**src/include/cpu_config.svh**
```systemverilog
`ifndef CPU_CONFIG_SVH
`define CPU_CONFIG_SVH

// Data and address width, the core assumes 32
`define XLEN 32

// Data RAM depth in words, power of two
`define RAM_WORDS 256

// First fetch address after reset
`define RESET_PC 32'h0000_0000

`endif

```
**src/design/cpu_pkg.sv**
```systemverilog
`include "cpu_config.svh"

package cpu_pkg;

    // RV32I major opcodes handled by the core
    typedef enum logic [6:0] {
        opc_op_imm = 7'b0010011,
        opc_op     = 7'b0110011,
        opc_lui    = 7'b0110111,
        opc_load   = 7'b0000011,
        opc_store  = 7'b0100011,
        opc_branch = 7'b1100011
    } opcode_t;

    typedef enum logic [2:0] {
        alu_add,
        alu_sub,
        alu_and,
        alu_or,
        alu_xor,
        alu_slt,
        alu_pass_b    // lui
    } alu_op_t;

    // Fetch to decode
    typedef struct packed {
        logic             valid;
        logic [`XLEN-1:0] pc;
        logic [`XLEN-1:0] instr;
    } if_de_t;

    // Decode to execute
    typedef struct packed {
        logic             valid;
        logic [`XLEN-1:0] pc;
        logic [`XLEN-1:0] imm;
        logic [`XLEN-1:0] rs1_value;
        logic [`XLEN-1:0] rs2_value;
        alu_op_t          alu_op;
        logic             alu_src_imm;
        logic             mem_read;
        logic             mem_write;
        logic             reg_write;
        logic [4:0]       rd;
        logic             branch;
        logic             branch_ne;   // bne when set, beq otherwise
    } de_ex_t;

    // Execute to memory
    typedef struct packed {
        logic             valid;
        logic [`XLEN-1:0] alu_result;
        logic [`XLEN-1:0] store_data;
        logic             mem_read;
        logic             mem_write;
        logic             reg_write;
        logic [4:0]       rd;
    } ex_mem_t;

    // Memory to writeback
    typedef struct packed {
        logic             valid;
        logic [`XLEN-1:0] alu_result;
        logic [`XLEN-1:0] load_data;
        logic             mem_to_reg;
        logic             reg_write;
        logic [4:0]       rd;
    } mem_wb_t;

    typedef struct packed {
        logic             taken;
        logic [`XLEN-1:0] target;
    } redirect_t;

    typedef struct packed {
        logic             enable;
        logic [4:0]       address;
        logic [`XLEN-1:0] value;
    } rb_write_t;

    typedef struct packed {
        logic             valid;
        logic [4:0]       rd;
        logic [`XLEN-1:0] value;
    } retire_t;

endpackage

```
**src/design/execute.sv**
```systemverilog
`timescale 1ns/1ps
`include "cpu_config.svh"

module execute (
    input  logic               clock,
    input  logic               reset,
    input  logic               enable,
    input  cpu_pkg::de_ex_t    de_ex,
    output cpu_pkg::redirect_t redirect,
    output cpu_pkg::ex_mem_t   ex_mem
);
    logic [`XLEN-1:0] operand_a;
    logic [`XLEN-1:0] operand_b;
    logic [`XLEN-1:0] alu_result;
    logic             equal;

    assign operand_a = de_ex.rs1_value;
    assign operand_b = de_ex.alu_src_imm ? de_ex.imm : de_ex.rs2_value;

    always_comb begin
        case (de_ex.alu_op)
            cpu_pkg::alu_add:    alu_result = operand_a + operand_b;
            cpu_pkg::alu_sub:    alu_result = operand_a - operand_b;
            cpu_pkg::alu_and:    alu_result = operand_a & operand_b;
            cpu_pkg::alu_or:     alu_result = operand_a | operand_b;
            cpu_pkg::alu_xor:    alu_result = operand_a ^ operand_b;
            cpu_pkg::alu_slt:    alu_result = `XLEN'($signed(operand_a) < $signed(operand_b));
            cpu_pkg::alu_pass_b: alu_result = operand_b;
            default:             alu_result = '0;
        endcase
    end

    // Branch compare always uses the register operands
    assign equal = (de_ex.rs1_value == de_ex.rs2_value);

    assign redirect.taken = de_ex.valid && de_ex.branch && (equal != de_ex.branch_ne);
    assign redirect.target = de_ex.pc + de_ex.imm;

    always_ff @(posedge clock) begin
        if (reset) begin
            ex_mem.valid <= 1'b0;
        end else if (enable) begin
            ex_mem.valid <= de_ex.valid;
            ex_mem.alu_result <= alu_result;
            ex_mem.store_data <= de_ex.rs2_value;
            ex_mem.mem_read <= de_ex.mem_read;
            ex_mem.mem_write <= de_ex.mem_write;
            ex_mem.reg_write <= de_ex.reg_write;
            ex_mem.rd <= de_ex.rd;
        end
    end

    // The slot behind a taken branch reaches execute cancelled
    assert property (@(posedge clock) disable iff (reset)
        redirect.taken && enable |=> !de_ex.valid)
        else $error("execute: entry behind a taken branch was not cancelled");

endmodule

```
**config.mk**
```make
export PLATFORM = sky130hd
export DESIGN_NAME = execute
export DESIGN_NICKNAME = d
export VERILOG_FILES = /design/src/design/cpu_pkg.sv /design/src/design/execute.sv
export VERILOG_INCLUDE_DIRS = /design/src /design/src/include
export SDC_FILE = /design/constraint.sdc
export NUM_CORES = 1
export LEC_CHECK = 0
export CORE_MARGIN = 3
export CORE_UTILIZATION = 50
export CTS_CLUSTER_DIAMETER = 150
export DETAILED_ROUTE_END_ITERATION = 6
export DONT_BUFFER_PORTS = 1
export PLACE_DENSITY = 0.68
export SLEW_MARGIN = 15
export SYNTH_ARGS = -nofsm -noshare
export SYNTH_HDL_FRONTEND = slang
export SYNTH_SLANG_ARGS = --single-unit
```
**constraint.sdc**
```tcl
create_clock -name clock -period 5.1 [get_ports clock]
set_input_delay 1.02 -clock clock [delete_from_list [all_inputs] [get_ports clock]]
set_output_delay 1.02 -clock clock [all_outputs]
set_load 0.01 [all_outputs]
```
Word-level counts from Yosys, hierarchy flattened --
Cells that the tools add are included.
Cells by class: bitwise logic cells 4, reduce and logical (&&, ||, !) cells 4, equality and inequality tests 8, $add $sub $neg 3, order comparisons 1, muxes and demuxes 2
Operators by type and width (count):
- case mux 32 bit (7 select lines) | 1
- adder 32 bit | 2
- AND 32 bit | 1
- equality test 32 bit | 1
- less-than comparator 32 bit | 1
- two-way mux 32 bit | 1
- OR 32 bit | 1
- subtractor 32 bit | 1
- XOR 32 bit | 1
- equality test 3 bit, second input constant | 3
- equality test 3 x 2 -> 1 bit, second input constant | 2
- equality test 3 x 1 -> 1 bit, second input constant | 1
- logical NOT 3 bit | 1
- logical AND 1 bit | 2
- AND reduction 2 bit | 1
- != test 1 bit | 1
- inverter 1 bit | 1
Storage, ports and cells: logic and storage cells 29, register bits after elaboration 73, output and inout bits 106, bits of input ports 146

Depth between registers and ports, before layout --
Gate-level depths: netlist (run 1).
depth in word-level cells 3, depth in mapped cells 15, gate-level depth less buffers 13

Least setup slack after synthesis (run 1) --
OpenSTA, ideal clock, no wires.
kind input port to flip-flop, start point input de_ex[10] (netlist bit), end point register ex_mem[71] (netlist bit) (data pin), setup slack 0.271 ns, buffers on the path 4, required time 4.946 ns, stages on the path 15, arrival time 4.675 ns, library setup time 0.154 ns, cells stage by stage clkbuf_1 buf_2 buf_1 mux2i_1 ha_1 buf_6 nand2b_4 o221a_1 a311o_1 a21oi_2 o31ai_4 a211oi_1 o32a_1 mux2_1 o22ai_1
On the way: word-level cells in the longest chain between the ends 3, elaborated cells between the ends (all ways) 7, classes of those cells add/sub: 2; mux: 2; bitwise: 3
Ends and longest elaborated chain:
- start, declared | RTL line execute.sv:8 | input cpu_pkg::de_ex_t de_ex,
- two-way mux 32 bit * | RTL line execute.sv:18 | assign operand_b = de_ex.alu_src_imm ? de_ex.imm : de_ex.rs2_value;
- subtractor 32 bit, or another cell as far along | RTL line execute.sv:23 | cpu_pkg::alu_sub: alu_result = operand_a - operand_b;
- case mux 32 bit (7 select lines) * | RTL line execute.sv:21 | case (de_ex.alu_op)
- named net alu_result[31] | RTL line execute.sv:14 | logic [`XLEN-1:0] alu_result;
- end, declared | RTL line execute.sv:10 | output cpu_pkg::ex_mem_t ex_mem
Mark *: on every way through the listed nets, which the timed path passes. The rest lies on a longest branch. A chain may end at the register's enable or synchronous reset.

==> results of run 1 <==
area by class of cell:
class	instances	area, sq um	area share [%]
clock buffers	9	225.2	2.049
repair buffers	22	165.2	1.503
clock inverters	7	108.9	0.9903
flip-flops and latches	73	2182	19.85
inverters	106	397.9	3.620
well taps	270	337.8	3.073
multi-input cells	1039	7575	68.91
worst paths after layout:
kind	startpoint	endpoint	slack (ps)	cells after the start
worst max-delay path	de_ex[78]	redirect[30]	290	12
worst min-delay path	ex_mem[72]	ex_mem[72]	580	2
worst max register to register	ex_mem[72]	ex_mem[72]	4460	2
worst min register to register	ex_mem[72]	ex_mem[72]	580	2
cells in the final DEF (no fill, tap or decap), types with 8 or more instances in the layout:
cell type and n:
a2111oi_0 8, a211oi_1 16, a21o_1 27, a21oi_1 131, and3_1 11, buf_4 22
clkbuf_16 9, edfxtp_1 72, ha_1 147, inv_1 105, mux2i_1 35, nand2_1 78
nand2b_1 19, nand3_1 15, nand4_1 15, nor2_1 108, nor3_1 28, nor4_1 16
o211ai_1 8, o21a_1 17, o21ai_0 80, o21bai_1 20, o221ai_1 16, o22ai_1 19
or3_1 9, xnor2_1 63, xor2_1 12
cell families after synthesis:
| kind of cell | Yosys count | synth area share, % |
|---|---|---|
| and+or+nand+nor | 334 | 15.48 |
| DFF | 73 | 20.90 |
| xor gates and xnor gates | 75 | 6.290 |
| adders and majority gates | 150 | 18.19 |
| muxes | 39 | 3.894 |
| buffers and inverters | 173 | 6.638 |
| AOI/OAI and AO/OA | 441 | 28.61 |
per-layer routing:
metal  GRT usage, %  wire, microns  up-vias
li1               -              -     4654
met1          43.41          15350     4709
met2          47.12          15570      585
met3          8.489           4133       53
met4          7.777            690        0
met5              0              0        -
power by group through the flow:
stage,logic (uW),clock network [uW],registers (uW)
after global placement,1100,0,780
final,1140,746,767
after floorplan,883,0,774
after detailed placement,1110,0,780
after global routing,1250,777,772
after CTS,1120,760,768
critical path: stages:
cell	delay (ps)
ha_1	210
inv_1	70
fa_1	400
nand2b_1	200
a2111oi_0	520
o21ai_0	210
nand2_2	200
a2111oi_0	130
o21bai_1	160
a21oi_1	120
o21ai_0	250
xor2_1	300
through the flow:
step	total power, uW	worst slack (ps)	utilization, %	instance area [sq um]
detailed placement	1891	377.8	52.33	10660
global placement	1884	362.5	52.33	10660
finish	2657	293.8	53.98	10990
global route	2804	157.7	53.98	10990
CTS	2647	366.6	53.98	10990
floorplan	1656	271.5	-	10440
cells in the mapped netlist (6+ instances only):
master     number  area (sq um)
nor2b_1         8         50.05
or3_1           9         56.30
nor3_1         28         140.1
a22oi_1         7         52.55
and2_1          7         43.79
o22ai_1        19         118.9
o32ai_1         6         52.55
or2_2           7         43.79
o221ai_1       16         140.1
a21o_1         27         202.7
o21a_1         17         127.6
nand4_1        15         93.84
o31ai_1         7         52.55
edfxtp_1       72          2162
a31oi_1         6         37.54
nand3_1        15         75.07
nand2_1        78         292.8
mux2i_1        35         350.3
xnor2_1        63         551.8
a221oi_1        6         52.55
a2111oi_0       8         70.07
nor4_1         16         100.1
buf_2          13         65.06
clkbuf_1       41         153.9
ha_1          147          1839
a21oi_1       131         655.6
o21bai_1       20         150.1
o211ai_1        8         60.06
a211oi_1       16         120.1
xor2_1         12         105.1
inv_1         105         394.1
nor2_1        108         405.4
buf_1           7         26.28
nand2b_1       19         118.9
and3_1         11         68.82
a221o_1         6         60.06
o21ai_0        80         400.4
==> summary.txt, run 1 <==
Pwr
  – Sequential share of power: 28.9%
  – Switch share: 38.47%
  – Psw: around 1000 uW
  – Pwr Density: approximately 240 nW/um^2
  – Maximum vdd drop: about 0.00015 V
  – Comb pwr share: a little over two fifths
  – Clk pwr share: between 20% and 30%
  – P_leak: roughly 0.0046 uW
  – P_int: 1635 uW

Placed design
  – PortBufs: 0
  – Post-DP HPWL: 27.73 mm
  – Routability cong.: between 1 and 1.5
  – Cells after DPL: between 1,500 and 2,000

Routing
  – Via/cell ratio: 6.554
  – DRT antenna net count: 0
  – DR pass1 iterations: 5
  – Routed WL: 35.74 mm
  – Wire per inst: approximately 23 microns
  – Iter 0 DRT Violations: around 1,000
  – Vias: 10,000
  – Drt drc: 0

Global routing
  – Largest net degree at the start of global routing: 98
  – Total grt overflow: 0
  – Initial antenna violation count: 0
  – First-pass GRT wire length: ~54 mm
  – Vias in the first global route: roughly 9,300
  – GRT Util Overall: 30.94%

Timing
  – Tcrit/Tclk final: between 90% and 100%
  – Fin Setup TNS: 0 ps
  – Final Hold Viols: 0
  – Max Fclk: around 0.21 GHz
  – Fin Hold WS: around 580 ps
  – Final Max Slew Viols: 0
  – Clock Skew: 0 ps
  – RSZ-0062 raised after global routing: false
  – Fin crit period: just under 5000 ps
  – Final setup fails: 0
  – Worst-Margin Slew: 1003 ps
  – Slew Limit Headroom: 33.12%

Final layout
  – N_diodes: 0
  – Fillers: just under 2,000
  – Final net count: roughly 1,500
  – Final cell count without fillers: 1,526
  – Max reg flops: 73
  – Biggest register: ex_mem
  – Layout cells sized above 1: under 10%
  – Layout area overhead: 5.260%
  – Largest regs: ex_mem: 73 flops

Critical path
  – Worst Path Required: between 4000 and 5000 ps
  – Startpoint Class: primary input
  – Setup CP Type: in2out
  – Critical path fanouts, max: 6
  – WP data arrival: ~3800 ps
  – Worst setup EP type: primary output

Clock tree
  – CTS Sinks: between 70 and 80
  – Worst-Skew Late Latency: between 300 and 400 ps
  – Clock slew at reported path FFs: ~60 ps
  – Hold-fix buffer count after cts: 0
  – H-Tree Depth: 3
  – Number of buffers created by CTS: 9
  – CTS tree: built
  – Resize count post-CTS: 0
  – Bufs on Longest Clock Path: 2
  – Post-CTS Setup Bufs: 0
  – CTS root buffer: clkbuf_16

Status
  – Status: completed

Yosys
  – Primary FF master, synth: edfxtp_1
  – Syn Inst Count: about 1,300
  – Seq cells post-synth: between 70 and 80
  – Post-synthesis sequential area ratio: about a fifth
  – Synth warn: 0
  – Post-Synthesis Cell Area: between 10,000 and 15,000 sq um
  – Number of flops mapped to enable cells by yosys: 72
  – Netlist cell types: roughly 90
  – Async SR Flop Fraction: 0%
  – Mean Syn Cell Area: about 8.1 sq um
  – Syn Nets: between 1,500 and 2,000

Run
  – Max-cap violation count: 0

Floorplanning
  – Die X: ~150 microns
  – CORE AREA: 20,360 sq um
  – Height of the die: 150.5 microns
  – Initial Util: between 50% and 60%
  – Ports: 252
  – Die area: about 23,000 sq um
  – Row count: 52

Min path
  – HP Class: reg2reg
Note: power is estimated with default switching activity, not from simulation.
==> run 2: changes to the inputs <==
--- a/config.mk
+++ b/config.mk
@@ -7,11 +7,10 @@
 export NUM_CORES = 1
 export LEC_CHECK = 0
 export CORE_MARGIN = 3
-export CORE_UTILIZATION = 50
+export CORE_UTILIZATION = 35
 export CTS_CLUSTER_DIAMETER = 150
 export DETAILED_ROUTE_END_ITERATION = 6
 export DONT_BUFFER_PORTS = 1
-export PLACE_DENSITY = 0.68
 export SLEW_MARGIN = 15
 export SYNTH_ARGS = -nofsm -noshare
 export SYNTH_HDL_FRONTEND = slang
==> run 2 against run 1 <==
- global-route usage fell by 7.1 points
- die area is 41% higher
- first-iteration DRC count is 3.0% lower
- clock-buffer cell count grew 1
- sequential power about the same
- total power grew 1.6%
- clock skew unchanged
- critical path depth unchanged
- routed wire length rose by 9.4%
- setup slack gained 100 ps
- critical endpoint is now redirect[22]
- largest cell class unchanged
- highest routed layer unchanged
==> summary.txt, run 2 (synthesized netlist as in run 1, its figures left out) <==
Final layout
  – Layout area overhead: 7.332%
  – N_diodes: 0
  – Final net count: between 1,500 and 2,000
  – Largest regs: ex_mem: 73 flops
  – Biggest register: ex_mem
  – Final cell count without fillers: about 1,600
  – Layout cells sized above 1: ~6.5%
  – Most frequent cells in the layout: ha_1, a21oi_1, nor2_1, inv_1, o21ai_0
  – Max reg flops: 73
  – Commonest non-fill, non-tap cell in the layout: ha_1

Clock tree
  – CTS tree: built
  – Hold-fix buffer count after cts: 0
  – CTS Sinks: between 70 and 80
  – Post-CTS Setup Bufs: 0
  – Clock slew at reported path FFs: 60 ps
  – H-Tree Depth: 3
  – Resize count post-CTS: 0
  – Worst-Skew Late Latency: ~360 ps
  – Bufs on Longest Clock Path: 2
  – Number of buffers created by CTS: 9
  – CTS root buffer: clkbuf_16

Pwr
  – Clk pwr share: 28.5%
  – Maximum vdd drop: between 0.0001 and 0.00015 V
  – Psw: roughly 1100 uW
  – Pwr Density: around 240 nW/um^2
  – P_leak: between 0.004 and 0.005 uW
  – Sequential share of power: approximately 28%
  – P_int: between 1500 and 2000 uW
  – Switch share: between 30% and 40%
  – Comb pwr share: 43.1%

Placed design
  – Post-DP HPWL: a little over 30 mm
  – Routability cong.: roughly 0.96
  – Pre-CTS WS: between 400 and 500 ps
  – Cells after DPL: between 1,500 and 2,000
  – PortBufs: 0

Critical path
  – Setup CP Type: in2out
  – Startpoint Class: primary input
  – CP top delay family: compound AO/OA/AOI/OAI gates
  – Critical path fanouts, max: 4
  – Cell repeated most along the worst path: o21ai_0
  – CP cell instances: ha_1 -> inv_1 -> fa_1 -> nand2b_1 -> a2111oi_0 -> o21ai_0 -> nand2_2 -> buf_4 -> a21oi_1 -> nor2b_1 -> o21ai_0 -> a221oi_1
  – WP data arrival: about 3700 ps
  – Worst Path Required: 4080 ps
  – Worst path slowest cell: a2111oi_0
  – Crit path largest cell delay: ~520 ps
  – WP buf/inv: 2
  – Worst setup EP type: primary output

Routing
  – Routed WL: between 30 and 40 mm
  – Wl on met1: around 17 mm
  – Via/cell ratio: roughly 6.1
  – Met3 wire length: ~4.1 mm
  – Drt drc: 0
  – Wire per inst: 23.73 microns
  – Top routing layer used: met4
  – Iter 0 DRT Violations: 1,012
  – DRT antenna net count: 0
  – Met2 WL: ~17 mm
  – Vias: ~10,000
  – DR pass1 iterations: 5

Global routing
  – Initial antenna violation count: 0
  – GRT Util Overall: between 20% and 30%
  – Total grt overflow: 0
  – First-pass GRT wire length: between 50 and 60 mm
  – Largest net degree at the start of global routing: 98
  – Vias in the first global route: about 9,400

Floorplanning
  – CORE AREA: roughly 29,000 sq um
  – Initial Util: 35.90%
  – Ports: 252
  – Die X: around 180 microns
  – Row count: 62
  – Die area: 31,940 sq um
  – Height of the die: approximately 180 microns

Status
  – Status: completed

Timing
  – Final Max Slew Viols: 0
  – Final setup fails: 0
  – Slew Limit Headroom: 27.19%
  – Worst-Margin Slew: roughly 1100 ps
  – Final Hold Viols: 0
  – Fin crit period: approximately 4700 ps
  – RSZ-0062 raised after global routing: false
  – Setup ws final: 396.1 ps
  – Tcrit/Tclk final: approximately 90%
  – Max Fclk: between 0.2 and 0.25 GHz
  – Fin Setup TNS: 0 ps
  – Clock Skew: 0 ps

Min path
  – HP Class: reg2reg

Run
  – Max-cap violation count: 0
## run 2: changes by cell type in the layout (fill, tap and decap cells not counted), sizes merged
| cell | change |
|---|---|
| clkbuf | +1 |
| clkinv | -3 |
| clkinvlp | +1 |
| inv | +1 |
| buf | +7 |
## run 2: worst min-delay path: stages, from the launching register on
cell and delay (ps):
dfxtp_1 340, mux2i_1 130, nor2_1 50
## run 2: final cells by class
cell class,count,area [sq um]
inverters,106,397.9
flip-flops and latches,73,2182
clock inverters,6,113.9
fillers,3012,17880
multi-input cells,1039,7575
repair buffers,29,230.2
well taps,384,480.5
clock buffers,10,229.0
## run 2: worst paths after layout
check,slack [ps],to,startpoint,cells after the start
max,400,redirect[22],de_ex[78],12
min,560,ex_mem[72],ex_mem[72],2
max reg2reg,4480,ex_mem[72],ex_mem[72],2
min reg2reg,560,ex_mem[72],ex_mem[72],2
## run 2: power by group through the flow
stage	Combinational [uW]	Sequential (uW)	Clock (uW)
floorplan	883	774	0
global placement	1140	781	0
detailed placement	1140	781	0
CTS	1150	769	791
global route	1280	773	808
finish	1160	767	769
## run 2: metrics by stage
stage	hold slack, ps	cell area, sq um	total power, uW	utilization [%]
after floorplan	527.9	10440	1656	-
after global placement	553.7	10870	1917	37.35
after detailed placement	549.8	10870	1918	37.35
after CTS	560.4	11210	2705	38.53
after global routing	580.2	11210	2859	38.53
final	562.3	11210	2701	38.53
## run 2: per-layer routing
metal  vias up  GRT usage, %
met1      4813         32.85
met4         0         5.844
met5         -             0
met3        50         6.734
li1       4670             -
met2       534         36.98
