===== config.mk =====
export PLATFORM = sky130hd
export DESIGN_NAME = memory
export DESIGN_NICKNAME = d
export VERILOG_FILES = /design/src/design/cpu_pkg.sv /design/src/design/memory.sv
export VERILOG_INCLUDE_DIRS = /design/src /design/src/include
export SDC_FILE = /design/constraint.sdc
export NUM_CORES = 1
export LEC_CHECK = 0
export ABC_AREA = 1
export BUFFER_PORTS_ARGS = -buffer_cell sky130_fd_sc_hd__buf_2
export CAP_MARGIN = 20
export CORE_AREA = 2 2 96 98
export DETAILED_ROUTE_END_ITERATION = 6
export DIE_AREA = 0 0 98 100
export PLACE_DENSITY = 0.73
export SKIP_CTS_REPAIR_TIMING = 1
export SYNTH_ARGS = -nofsm -noshare
export SYNTH_HDL_FRONTEND = slang
export SYNTH_SLANG_ARGS = --single-unit

===== constraint.sdc =====
create_clock -name clock -period 4.35 [get_ports clock]
set_input_delay 0.2175 -clock clock [delete_from_list [all_inputs] [get_ports clock]]
set_output_delay 0.2175 -clock clock [all_outputs]
set_load 0.02 [all_outputs]

===== src/include/cpu_config.svh =====
`ifndef CPU_CONFIG_SVH
`define CPU_CONFIG_SVH

// Data and address width, the core assumes 32
`define XLEN 32

// Data RAM depth in words, power of two
`define RAM_WORDS 256

// First fetch address after reset
`define RESET_PC 32'h0000_0000

`endif


===== src/design/cpu_pkg.sv =====
`include "cpu_config.svh"

package cpu_pkg;

    // RV32I major opcodes handled by the core
    typedef enum logic [6:0] {
        opc_op_imm = 7'b0010011,
        opc_op     = 7'b0110011,
        opc_lui    = 7'b0110111,
        opc_load   = 7'b0000011,
        opc_store  = 7'b0100011,
        opc_branch = 7'b1100011
    } opcode_t;

    typedef enum logic [2:0] {
        alu_add,
        alu_sub,
        alu_and,
        alu_or,
        alu_xor,
        alu_slt,
        alu_pass_b    // lui
    } alu_op_t;

    // Fetch to decode
    typedef struct packed {
        logic             valid;
        logic [`XLEN-1:0] pc;
        logic [`XLEN-1:0] instr;
    } if_de_t;

    // Decode to execute
    typedef struct packed {
        logic             valid;
        logic [`XLEN-1:0] pc;
        logic [`XLEN-1:0] imm;
        logic [`XLEN-1:0] rs1_value;
        logic [`XLEN-1:0] rs2_value;
        alu_op_t          alu_op;
        logic             alu_src_imm;
        logic             mem_read;
        logic             mem_write;
        logic             reg_write;
        logic [4:0]       rd;
        logic             branch;
        logic             branch_ne;   // bne when set, beq otherwise
    } de_ex_t;

    // Execute to memory
    typedef struct packed {
        logic             valid;
        logic [`XLEN-1:0] alu_result;
        logic [`XLEN-1:0] store_data;
        logic             mem_read;
        logic             mem_write;
        logic             reg_write;
        logic [4:0]       rd;
    } ex_mem_t;

    // Memory to writeback
    typedef struct packed {
        logic             valid;
        logic [`XLEN-1:0] alu_result;
        logic [`XLEN-1:0] load_data;
        logic             mem_to_reg;
        logic             reg_write;
        logic [4:0]       rd;
    } mem_wb_t;

    typedef struct packed {
        logic             taken;
        logic [`XLEN-1:0] target;
    } redirect_t;

    typedef struct packed {
        logic             enable;
        logic [4:0]       address;
        logic [`XLEN-1:0] value;
    } rb_write_t;

    typedef struct packed {
        logic             valid;
        logic [4:0]       rd;
        logic [`XLEN-1:0] value;
    } retire_t;

endpackage


===== src/design/memory.sv =====
`timescale 1ns/1ps
`include "cpu_config.svh"

module memory (
    input  logic             clock,
    input  logic             reset,
    input  logic             enable,
    input  cpu_pkg::ex_mem_t ex_mem,
    output logic [`XLEN-1:0] ram_address,
    output logic [`XLEN-1:0] ram_write_data,
    output logic             ram_write_enable,
    input  logic [`XLEN-1:0] ram_read_data,
    output cpu_pkg::mem_wb_t mem_wb
);
    assign ram_address = ex_mem.alu_result;
    assign ram_write_data = ex_mem.store_data;

    // Store lands at the edge ending this stage, held off while stalled
    assign ram_write_enable = enable && ex_mem.valid && ex_mem.mem_write;

    always_ff @(posedge clock) begin
        if (reset) begin
            mem_wb.valid <= 1'b0;
        end else if (enable) begin
            mem_wb.valid <= ex_mem.valid;
            mem_wb.alu_result <= ex_mem.alu_result;
            mem_wb.load_data <= ram_read_data;
            mem_wb.mem_to_reg <= ex_mem.mem_read;
            mem_wb.reg_write <= ex_mem.reg_write;
            mem_wb.rd <= ex_mem.rd;
        end
    end

    // Decode sets at most one of the two memory controls
    assert property (@(posedge clock) disable iff (reset)
        ex_mem.valid |-> !(ex_mem.mem_read && ex_mem.mem_write))
        else $error("memory: load and store on the same entry");

endmodule


; Word-level counts from Yosys, hierarchy flattened
; Index checks and enable logic that the tools add are counted.
[totals]
register_bits = 72
wordCells = 10
[classes]
bitwise = 1
reduce_logical = 3
[ops]
columns = cell, count
row1 = 1-bit logical AND, 2
row2 = 2-bit AND reduction, 1
row3 = 1-bit inverter, 1

; Depth between registers and ports, before layout
; Gate-level depths: netlist (run 1).
[depth]
word_depth = 2
mapped_depth = 3
depth_no_buf = 3

; Least setup slack after synthesis (run 1)
; Ideal clock, no wire load.
[synth_timing]
path_type = input port to flip-flop
start = input enable
end = register mem_wb[0] in the netlist's numbering (enable)
setup_ps = 503
arrival_ps = 3254
setup_slack_ps = 594
path_stages = 2
path_buffers = 0
cell_sequence = inv_1 > nor2_1
[synth_via]
elab_chain_len = 1
[synth_rtl]
columns = item, line_no
row1 = start: declaration, memory.sv:7  ; input logic enable,
row2 = 2-bit AND reduction (no line), --
row3 = end: declaration, memory.sv:13  ; output cpu_pkg::mem_wb_t mem_wb
; No other way between the ends.
; A chain may end at the register's enable or synchronous reset.

; Final worst setup path (run 1)
[layout_timing]
start = input enable
end = register mem_wb[14] in the netlist's numbering (enable)
; Same word-level chain as after synthesis.

==> results of run 1 <==
## layout make-up
class | count | area, µm² | area share
Timing Repair Buffer | 181 | 908 | 0.264
Multi-Input combinational cell | 5 | 31.3 | 0.00909
Clock inverter | 7 | 77.6 | 0.0225
Inverter | 2 | 7.51 | 0.00218
Tap cell | 111 | 139 | 0.0403
Sequential cell | 72 | 2150 | 0.625
Clock buffer | 9 | 124 | 0.0360
Antenna cell | 1 | 2.50 | 0.000727
## per-layer routing
metal  track usage  routed length, µm  vias to the layer above
li1              -                  -                      700
met3        0.0501                635                       27
met4        0.0962                280                        0
met2         0.163               2670                      105
met5             0                  0                        -
met1         0.123               2120                      705
## cell usage after synthesis
| master | count |
|---|---|
| buf_4 | 64 |
| dfxtp_1 | 1 |
| a21oi_2 | 1 |
| inv_1 | 2 |
| nor2_1 | 2 |
| nand2_1 | 2 |
| edfxtp_1 | 71 |
## layout by cell type (no fill, tap or decap)
master and n:
inv_8 1, a21oi_2 1, bufinv_16 1, buf_2 180
clkinv_2 2, inv_1 2, dfxtp_1 1, nand2_1 2
clkinv_4 1, edfxtp_1 71, clkbuf_8 9, diode_2 1
buf_4 1, nor2_4 1, inv_6 2, nor2_1 1
## cells by family (layout without fill, tap and decap cells)
family,Yosys count,count (layout),share of synthesized area
and+or+nand+nor,4,4,0.00564
AOI/OAI and AO/OA,1,1,0.00329
buffers and inverters,66,199,0.183
other,0,1,0
DFF,72,72,0.808
## stage by stage
stage,hold WS [ns],area [µm²],util,setup slack (ns),total power [W]
floorplan,0.280,2660,-,0.594,0.00100
global placement,0.395,3240,0.364,2.35,0.00103
detailed placement,0.396,3240,0.364,2.29,0.00103
CTS,0.0157,3440,0.387,2.67,0.00158
global route,0.0138,3440,0.387,2.54,0.00162
finish,0.0446,3440,0.387,2.70,0.00155
## critical path: stages
cell and delay (ns):
buf_2 0.09, inv_1 0.06, nor2_4 0.69, buf_4 0.56
## worst paths after layout
| check | start | to | slack (ns) | cells after the start |
|---|---|---|---|---|
| max | enable | mem_wb[14] | 2.70 | 4 |
| min | ram_read_data[14] | mem_wb[21] | 0.04 | 1 |
| max reg2reg | mem_wb[71] | mem_wb[71] | 3.79 | 2 |
| min reg2reg | mem_wb[71] | mem_wb[71] | 0.48 | 2 |
## report_power, final
part | internal [W] | switching [W] | total, W
sequential | 0.000813 | 0.0000110 | 0.000824
clock | 0.000272 | 0.000262 | 0.000534
combinational | 0.0000644 | 0.000126 | 0.000191
==> results.md, run 1 <==
* Status: finished clean
* Seq/Total Area, Yosys at 0.808
* Post-synth top area cell: edfxtp_1
* Setup violations, final at 0
* Worst-Skew Late Latency at 0.33 ns
* Routed len/inst at 14.7 µm
* Starting Density at 0.300
* Num CTS Buffers at 9
* RSZ-0062 raised after global routing: no
* H-Tree Depth at 3
* GR Overflow Total at 0
* Row count at 35
* Element type at the critical path end: register
* CTS tree: done
* Layout Area Growth over Synthesis at 29.2%
* Root Buffer: clkbuf_8
* Fin crit period at 1.65 ns
* Final Max Tran Viols at 0
* Core area at 8890 µm²
* Chip width at 98 µm
* Leakage at 1.52 nW
* Biggest register: mem_wb
* Setup CP Type: in2reg
* Skew final at 0 ns
* First-pass GRT wire length at 7.87 mm
* Fill count at 862
* Leading post-synthesis cells by cell area: edfxtp_1, buf_4, dfxtp_1, a21oi_2, inv_1
* Number of synthesized register bits at 72
* Total Routing Usage GR at 0.111
* Die area at 9800 µm²
* Vias in the first global route at 1453
* Post-route ant nets at 0
* Max clock buf depth at 2
* RePlAce Congestion at 0.654
* DRT iter0 DRCs at 48
* IO buf count at 180
* Pwr Density at 450 nW/µm²
* Worst Path Max Fanout at 39
* Setup TNS at 0 ns
* Post-Syn Instances at 143
* FMAX at 608 MHz
* Mapped Nets at 251
* Syn avg cell area at 18.6 µm²
* Startpoint types: input pin
* Wirelength, routed at 5.71 mm
* Slew @ Worst Pin at 0.910 ns
* Peak VDD IR at 0.171 mV
* Die H at 100 µm
* Remaining DRCs at 0
* IO Pins at 245
* Vias per cell at 3.96
* Worst EP arrival at 1.63 ns
* Largest regs: mem_wb x72
* CTS sink count at 72
* Syn Std Cell Area at 2660 µm²
* Slew HR at 0.392
* Hold Fails Final Rpt at 0
* Final period util at 0.378
* Largest net degree at the start of global routing at 40
* Initial antenna violation count at 1
* Synth cell types at 7
* Nets at 379
* First-pass iteration count of the detailed router at 4
* Yosys warns at 0
* HP Class: in2reg
* Total of max-cap violations at 0
* Max reg flops at 72
* Clock transition at path regs at 0.08 ns
* Fin cells at 388
* Fraction of layout cells with a size suffix above 1 at 0.721
* Req. time, crit path at 4.34 ns
* Placed Cells at 371
* Post-synth top area share at 0.800
* Total number of vias at 1537
Note: power is estimated with default switching activity, not from simulation.
==> run 2, diff against run 1 <==
--- a/config.mk
+++ b/config.mk
@@ -12,7 +12,7 @@
 export CORE_AREA = 2 2 96 98
 export DETAILED_ROUTE_END_ITERATION = 6
 export DIE_AREA = 0 0 98 100
-export PLACE_DENSITY = 0.73
+export PLACE_DENSITY = 0.76
 export SKIP_CTS_REPAIR_TIMING = 1
 export SYNTH_ARGS = -nofsm -noshare
 export SYNTH_HDL_FRONTEND = slang
==> constraint.sdc (replaced) <==
create_clock -name clock -period 1.4 [get_ports clock]
set_input_delay 0.07 -clock clock [delete_from_list [all_inputs] [get_ports clock]]
set_output_delay 0.07 -clock clock [all_outputs]
set_load 0.02 [all_outputs]
==> results.md, run 2 (synthesized netlist as in run 1, its figures left out) <==
* Largest regs: mem_wb x72 (unchanged)
* IO buf count at 180 (unchanged)
* Fill count at 772 (was 862)
* Clock transition at path regs at 0.08 ns (about the same)
* FMAX at 814 MHz
* Req. time, crit path at 1.40 ns (was 4.34 ns)
* Worst r2r dst: mem_wb[71] (unchanged)
* Worst-Skew Late Latency at 0.34 ns (was 0.33 ns)
* Core area at 8890 µm² (unchanged)
* DRT iter0 DRCs at 16 (was 48)
* H-Tree Depth at 3 (unchanged)
* Setup violations, final at 0 (unchanged)
* Root Buffer: clkbuf_8 (unchanged)
* Pwr Density at 1190 nW/µm² (was 450 nW/µm²)
* IO Pins at 245 (unchanged)
* RePlAce Congestion at 0.714 (was 0.654)
* Post-DP HPWL at 4.08 mm
* Total Routing Usage GR at 0.104 (was 0.111)
* Initial antenna violation count at 0 (was 1)
* Worst Path Max Fanout at 71 (was 39)
* Commonest non-fill, non-tap cell in the layout: buf_2 (unchanged)
* Commonest non-fill, non-tap cells in the layout: buf_2, dlygate4sd3_1, edfxtp_1 (was buf_2, edfxtp_1, clkbuf_8)
* Footprint of the multi-input gates at 31.3 µm² (unchanged)
* Fin crit period at 1.23 ns
* Nets at 451 (was 379)
* Hold Path Origin: ex_mem[72] (was ram_read_data[14])
* Peak VDD IR at 0.389 mV (was 0.171 mV)
* Biggest register: mem_wb (unchanged)
* Final period util at 0.878
* Worst hold slack at 0.00242 ns (was 0.0446 ns)
* HP Class: in2reg (unchanged)
* Die area at 9800 µm² (unchanged)
* R2R depth at 2 (unchanged)
* Setup TNS at 0 ns (unchanged)
* RSZ-0062 raised after global routing: no (unchanged)
* Skew final at 0 ns (unchanged)
* Total number of vias at 1826 (was 1537)
* Total of max-cap violations at 0 (unchanged)
* Reg2Reg Setup Slack at 0.83 ns (was 3.79 ns)
* First-pass GRT wire length at 7.44 mm (was 7.87 mm)
* Leakage at 1.82 nW (was 1.52 nW)
* Slowest stage delay, CP at 0.53 ns (was 0.69 ns)
* Fraction of layout cells with a size suffix above 1 at 0.575 (was 0.721)
* Hold Fails Final Rpt at 0 (unchanged)
* Hold path depth at 3 (was 1)
* Fin cells at 459 (was 388)
* Reg2Reg Launch Point: mem_wb[71] (unchanged)
* Max clock buf depth at 2 (unchanged)
* CTS sink count at 72 (unchanged)
* Routed len/inst at 14.3 µm (was 14.7 µm)
* Largest net degree at the start of global routing at 72 (was 40)
* Setup CP Type: in2reg (unchanged)
* Max reg flops at 72 (unchanged)
* First-pass iteration count of the detailed router at 4 (unchanged)
* Layout Area Growth over Synthesis at 57.1% (was 29.2%)
* Post-route ant nets at 0 (unchanged)
* Startpoint types: input pin (unchanged)
* Antenna diodes at 0 (was 1)
* Slew HR at 0.741 (was 0.392)
* Wirelength, routed at 6.56 mm (was 5.71 mm)
* Reg area at 2150 µm² (unchanged)
* Slowest-stage cell, CP: dlygate4sd3_1 (was nor2_4)
* CP cell instances: dlygate4sd3_1 -> buf_2 -> nor2_4 -> buf_12 (was buf_2 -> inv_1 -> nor2_4 -> buf_4)
* Slew @ Worst Pin at 0.388 ns (was 0.910 ns)
* Die H at 100 µm (unchanged)
* Status: finished clean (unchanged)
* Num CTS Buffers at 9 (unchanged)
* Remaining DRCs at 0 (unchanged)
* Placed Cells at 371 (unchanged)
* Chip width at 98 µm (unchanged)
* Final Max Tran Viols at 0 (unchanged)
* Row count at 35 (unchanged)
* CTS tree: done (unchanged)
* Vias in the first global route at 1450 (was 1453)
* Vias per cell at 3.98 (was 3.96)
* GR Overflow Total at 0 (unchanged)
* Starting Density at 0.300 (unchanged)
* Worst EP arrival at 1.23 ns (was 1.63 ns)
* Worst Hold End: mem_wb[71] (was mem_wb[21])
* Element type at the critical path end: register (unchanged)
## run 2: metrics by stage
step	util	total power (W)	cell area, µm²	setup WS [ns]
floorplan	-	0.00311	2680	-0.152
global placement	0.367	0.00320	3260	0.315
detailed placement	0.367	0.00322	3260	0.277
CTS	0.390	0.00489	3460	0.347
global route	0.471	0.00520	4190	0.150
finish	0.471	0.00497	4190	0.171
## run 2: area by class of cell
cell class	count	area share
clock buffers	9	0.0296
well taps	111	0.0332
inverters	2	0.00478
clock inverters	7	0.0185
repair buffers	253	0.392
flip-flops and latches	72	0.514
multi-input cells	5	0.00747
## run 2: per-layer routing
layer | up-vias | GRT usage | part of all wire
met1 | 851 | 0.109 | 0.34
met5 | - | 0 | 0
met2 | 106 | 0.164 | 0.54
met3 | 24 | 0.0529 | 0.085
li1 | 845 | - | -
met4 | 0 | 0.0673 | 0.034
## run 2: worst max-delay path by stage
stage                       endpoint  startpoint  slack (ns)
after detailed placement  mem_wb[60]      enable        0.28
after global placement    mem_wb[70]      enable        0.31
after global routing      mem_wb[18]       reset        0.15
after CTS                 mem_wb[29]  mem_wb[29]        0.35
final                     mem_wb[43]       reset        0.17
after floorplan            mem_wb[0]      enable       -0.15
## run 2: critical path, delay by kind of cell
kind                   cells  cell delay [ns]
buffers and inverters      3             0.99
AND/OR/NAND/NOR            1             0.10
## run 2: power by group
| group | switching (W) | internal (W) | total [W] | leakage [nW] |
|---|---|---|---|---|
| sequential | 0.0000359 | 0.00253 | 0.00256 | 0.675 |
| combinational | 0.000430 | 0.000337 | 0.000767 | 1.04 |
| clock | 0.000806 | 0.000838 | 0.00164 | 0.100 |
| total | 0.00127 | 0.00370 | 0.00497 | 1.82 |
==> run 3, diff against run 2 <==
--- a/config.mk
+++ b/config.mk
@@ -12,7 +12,7 @@
 export CORE_AREA = 2 2 96 98
 export DETAILED_ROUTE_END_ITERATION = 6
 export DIE_AREA = 0 0 98 100
-export PLACE_DENSITY = 0.76
+export PLACE_DENSITY = 0.73
 export SKIP_CTS_REPAIR_TIMING = 1
 export SYNTH_ARGS = -nofsm -noshare
 export SYNTH_HDL_FRONTEND = slang
==> constraint.sdc (replaced) <==
create_clock -name clock -period 1.41 [get_ports clock]
set_input_delay 0.0705 -clock clock [delete_from_list [all_inputs] [get_ports clock]]
set_output_delay 0.0705 -clock clock [all_outputs]
set_load 0.02 [all_outputs]
==> results.md, run 3 (synthesized netlist as in run 1, its figures left out) <==
* Nets at 452 (was 451)
* Post-route ant nets at 0 (unchanged)
* Remaining DRCs at 0 (unchanged)
* Total Routing Usage GR at 0.112 (was 0.104)
* HP Class: in2reg (unchanged)
* IO buf count at 180 (unchanged)
* Slowest stage delay, CP at 0.54 ns (was 0.53 ns)
* Peak VDD IR at 0.540 mV (was 0.389 mV)
* Biggest register: mem_wb (unchanged)
* Die H at 100 µm (unchanged)
* Setup TNS at 0 ns (unchanged)
* Fin crit period at 1.12 ns
* Sw Ratio at 0.266 (was 0.256)
* Slowest-stage cell, CP: dlygate4sd3_1 (unchanged)
* Startpoint types: input pin (unchanged)
* Clock transition at path regs at 0.07 ns (was 0.08 ns)
* Final Util at 0.470 (was 0.471)
* Routed len/inst at 14.8 µm (was 14.3 µm)
* Final period util at 0.795
* Commonest non-fill, non-tap cells in the layout: buf_2, dlygate4sd3_1, edfxtp_1 (unchanged)
* Core area at 8890 µm² (unchanged)
* Chip width at 98 µm (unchanged)
* Placed Cells at 372 (was 371)
* Antenna diodes at 0 (unchanged)
* Combinational power share at 0.162 (was 0.154)
* IO Pins at 245 (unchanged)
* Cell-internal power at 0.00348 W (was 0.00370 W)
* Largest regs: mem_wb x72 (unchanged)
* GR Overflow Total at 0 (unchanged)
* Worst path bufs/invs at 3 (unchanged)
* Row count at 35 (unchanged)
* Fill count at 783 (was 772)
* Clock share of power at 0.301 (was 0.331)
* Element type at the critical path end: register (unchanged)
* Critical path origin: reset (unchanged)
* Status: finished clean (unchanged)
* Largest net degree at the start of global routing at 37 (was 72)
* H-Tree Depth at 3 (unchanged)
* Fin area at 4170 µm² (was 4190 µm²)
* FMAX at 892 MHz
* Post-DP HPWL at 4.41 mm (was 4.08 mm)
* Layout Area Growth over Synthesis at 56.7% (was 57.1%)
* CTS sink count at 72 (unchanged)
* Skew final at 0 ns (unchanged)
* Total number of vias at 1878 (was 1826)
* Setup CP Type: in2reg (unchanged)
* Worst-Skew Late Latency at 0.33 ns (was 0.34 ns)
* RePlAce Congestion at 0.743 (was 0.714)
* Final Max Tran Viols at 0 (unchanged)
* Total of max-cap violations at 0 (unchanged)
* Slew @ Worst Pin at 0.203 ns (was 0.388 ns)
* Vias per cell at 4.08 (was 3.98)
* Reg2Reg Launch Point: mem_wb[71] (unchanged)
* Crit path max-delay family: buffers and inverters (unchanged)
* Hold Fails Final Rpt at 0 (unchanged)
* DRT iter0 DRCs at 43 (was 16)
* Wirelength, routed at 6.81 mm (was 6.56 mm)
* NetSw at 0.00126 W (was 0.00127 W)
* Req. time, crit path at 1.44 ns (was 1.40 ns)
* Pwr Density at 1140 nW/µm² (was 1190 nW/µm²)
* Seq pwr share at 0.536 (was 0.515)
* Root Buffer: clkbuf_8 (unchanged)
* Max clock buf depth at 2 (unchanged)
* Fraction of layout cells with a size suffix above 1 at 0.570 (was 0.575)
* Leakage at 1.81 nW (was 1.82 nW)
* First-pass iteration count of the detailed router at 4 (unchanged)
* CP cell instances: dlygate4sd3_1 -> buf_2 -> nor2_4 -> buf_12 (unchanged)
* Max reg flops at 72 (unchanged)
* Worst Path Max Fanout at 36 (was 71)
* Placed cell area at 3280 µm² (was 3260 µm²)
* Vias in the first global route at 1488 (was 1450)
* Die area at 9800 µm² (unchanged)
* Worst EP arrival at 1.15 ns (was 1.23 ns)
* Initial antenna violation count at 0 (unchanged)
* Setup violations, final at 0 (unchanged)
* Num CTS Buffers at 9 (unchanged)
* CTS tree: done (unchanged)
* RSZ-0062 raised after global routing: no (unchanged)
* Starting Density at 0.300 (unchanged)
* Slew HR at 0.865 (was 0.741)
* Fin cells at 460 (was 459)
* Commonest non-fill, non-tap cell in the layout: buf_2 (unchanged)
* Hold Path Origin: ex_mem[72] (unchanged)
* First-pass GRT wire length at 7.95 mm (was 7.44 mm)
==> run 3: changes by cell type in the layout (fill, tap and decap cells not counted) <==
cell and delta:
inv_6 -1, bufinv_16 -1, clkinv_1 +2, buf_12 +1
==> run 3: power by group through the flow <==
| stage | combinational [W] | clock, W | sequential (W) |
|---|---|---|---|
| global placement | 0.000606 | 0 | 0.00259 |
| global route | 0.000816 | 0.00158 | 0.00256 |
| floorplan | 0.000303 | 0 | 0.00278 |
| CTS | 0.000614 | 0.00150 | 0.00255 |
| detailed placement | 0.000613 | 0 | 0.00260 |
| finish | 0.000771 | 0.00143 | 0.00255 |
==> run 3: final cells by class <==
cell class | instances | area [µm²] | area share
multi-input cells | 5 | 31.3 | 0.00749
repair buffers | 254 | 1660 | 0.398
well taps | 111 | 139 | 0.0333
inverters | 2 | 20.0 | 0.00480
clock inverters | 7 | 46.3 | 0.0111
flip-flops and latches | 72 | 2150 | 0.516
clock buffers | 9 | 124 | 0.0297
==> run 3: tightest hold or removal path, cell delays in order <==
cell     delay [ns]
buf_2          0.09
nand2_1        0.08
a21oi_2        0.05
==> run 3: worst paths after layout <==
kind	end	cells past startpoint	slack [ns]
hold / removal	mem_wb[71]	3	0.007
setup / recovery	mem_wb[33]	4	0.29
hold reg to reg	mem_wb[71]	2	0.48
setup reg to reg	mem_wb[71]	2	0.85
==> run 3: stage by stage <==
stage	worst slack, ns	power (W)	hold WS, ns
final	0.289	0.00474	0.00724
after global routing	0.268	0.00495	0.00481
after CTS	0.373	0.00466	-0.129
after detailed placement	0.392	0.00321	0.141
after global placement	0.407	0.00319	0.141
after floorplan	-0.143	0.00308	0.133
==> run 3: per-layer routing <==
| metal | wire, µm | vias up | track usage |
|---|---|---|---|
| li1 | - | 842 | - |
| met1 | 2440 | 887 | 0.121 |
| met2 | 3550 | 124 | 0.175 |
| met3 | 579 | 25 | 0.0501 |
| met4 | 243 | 0 | 0.0791 |
| met5 | 0 | - | 0 |
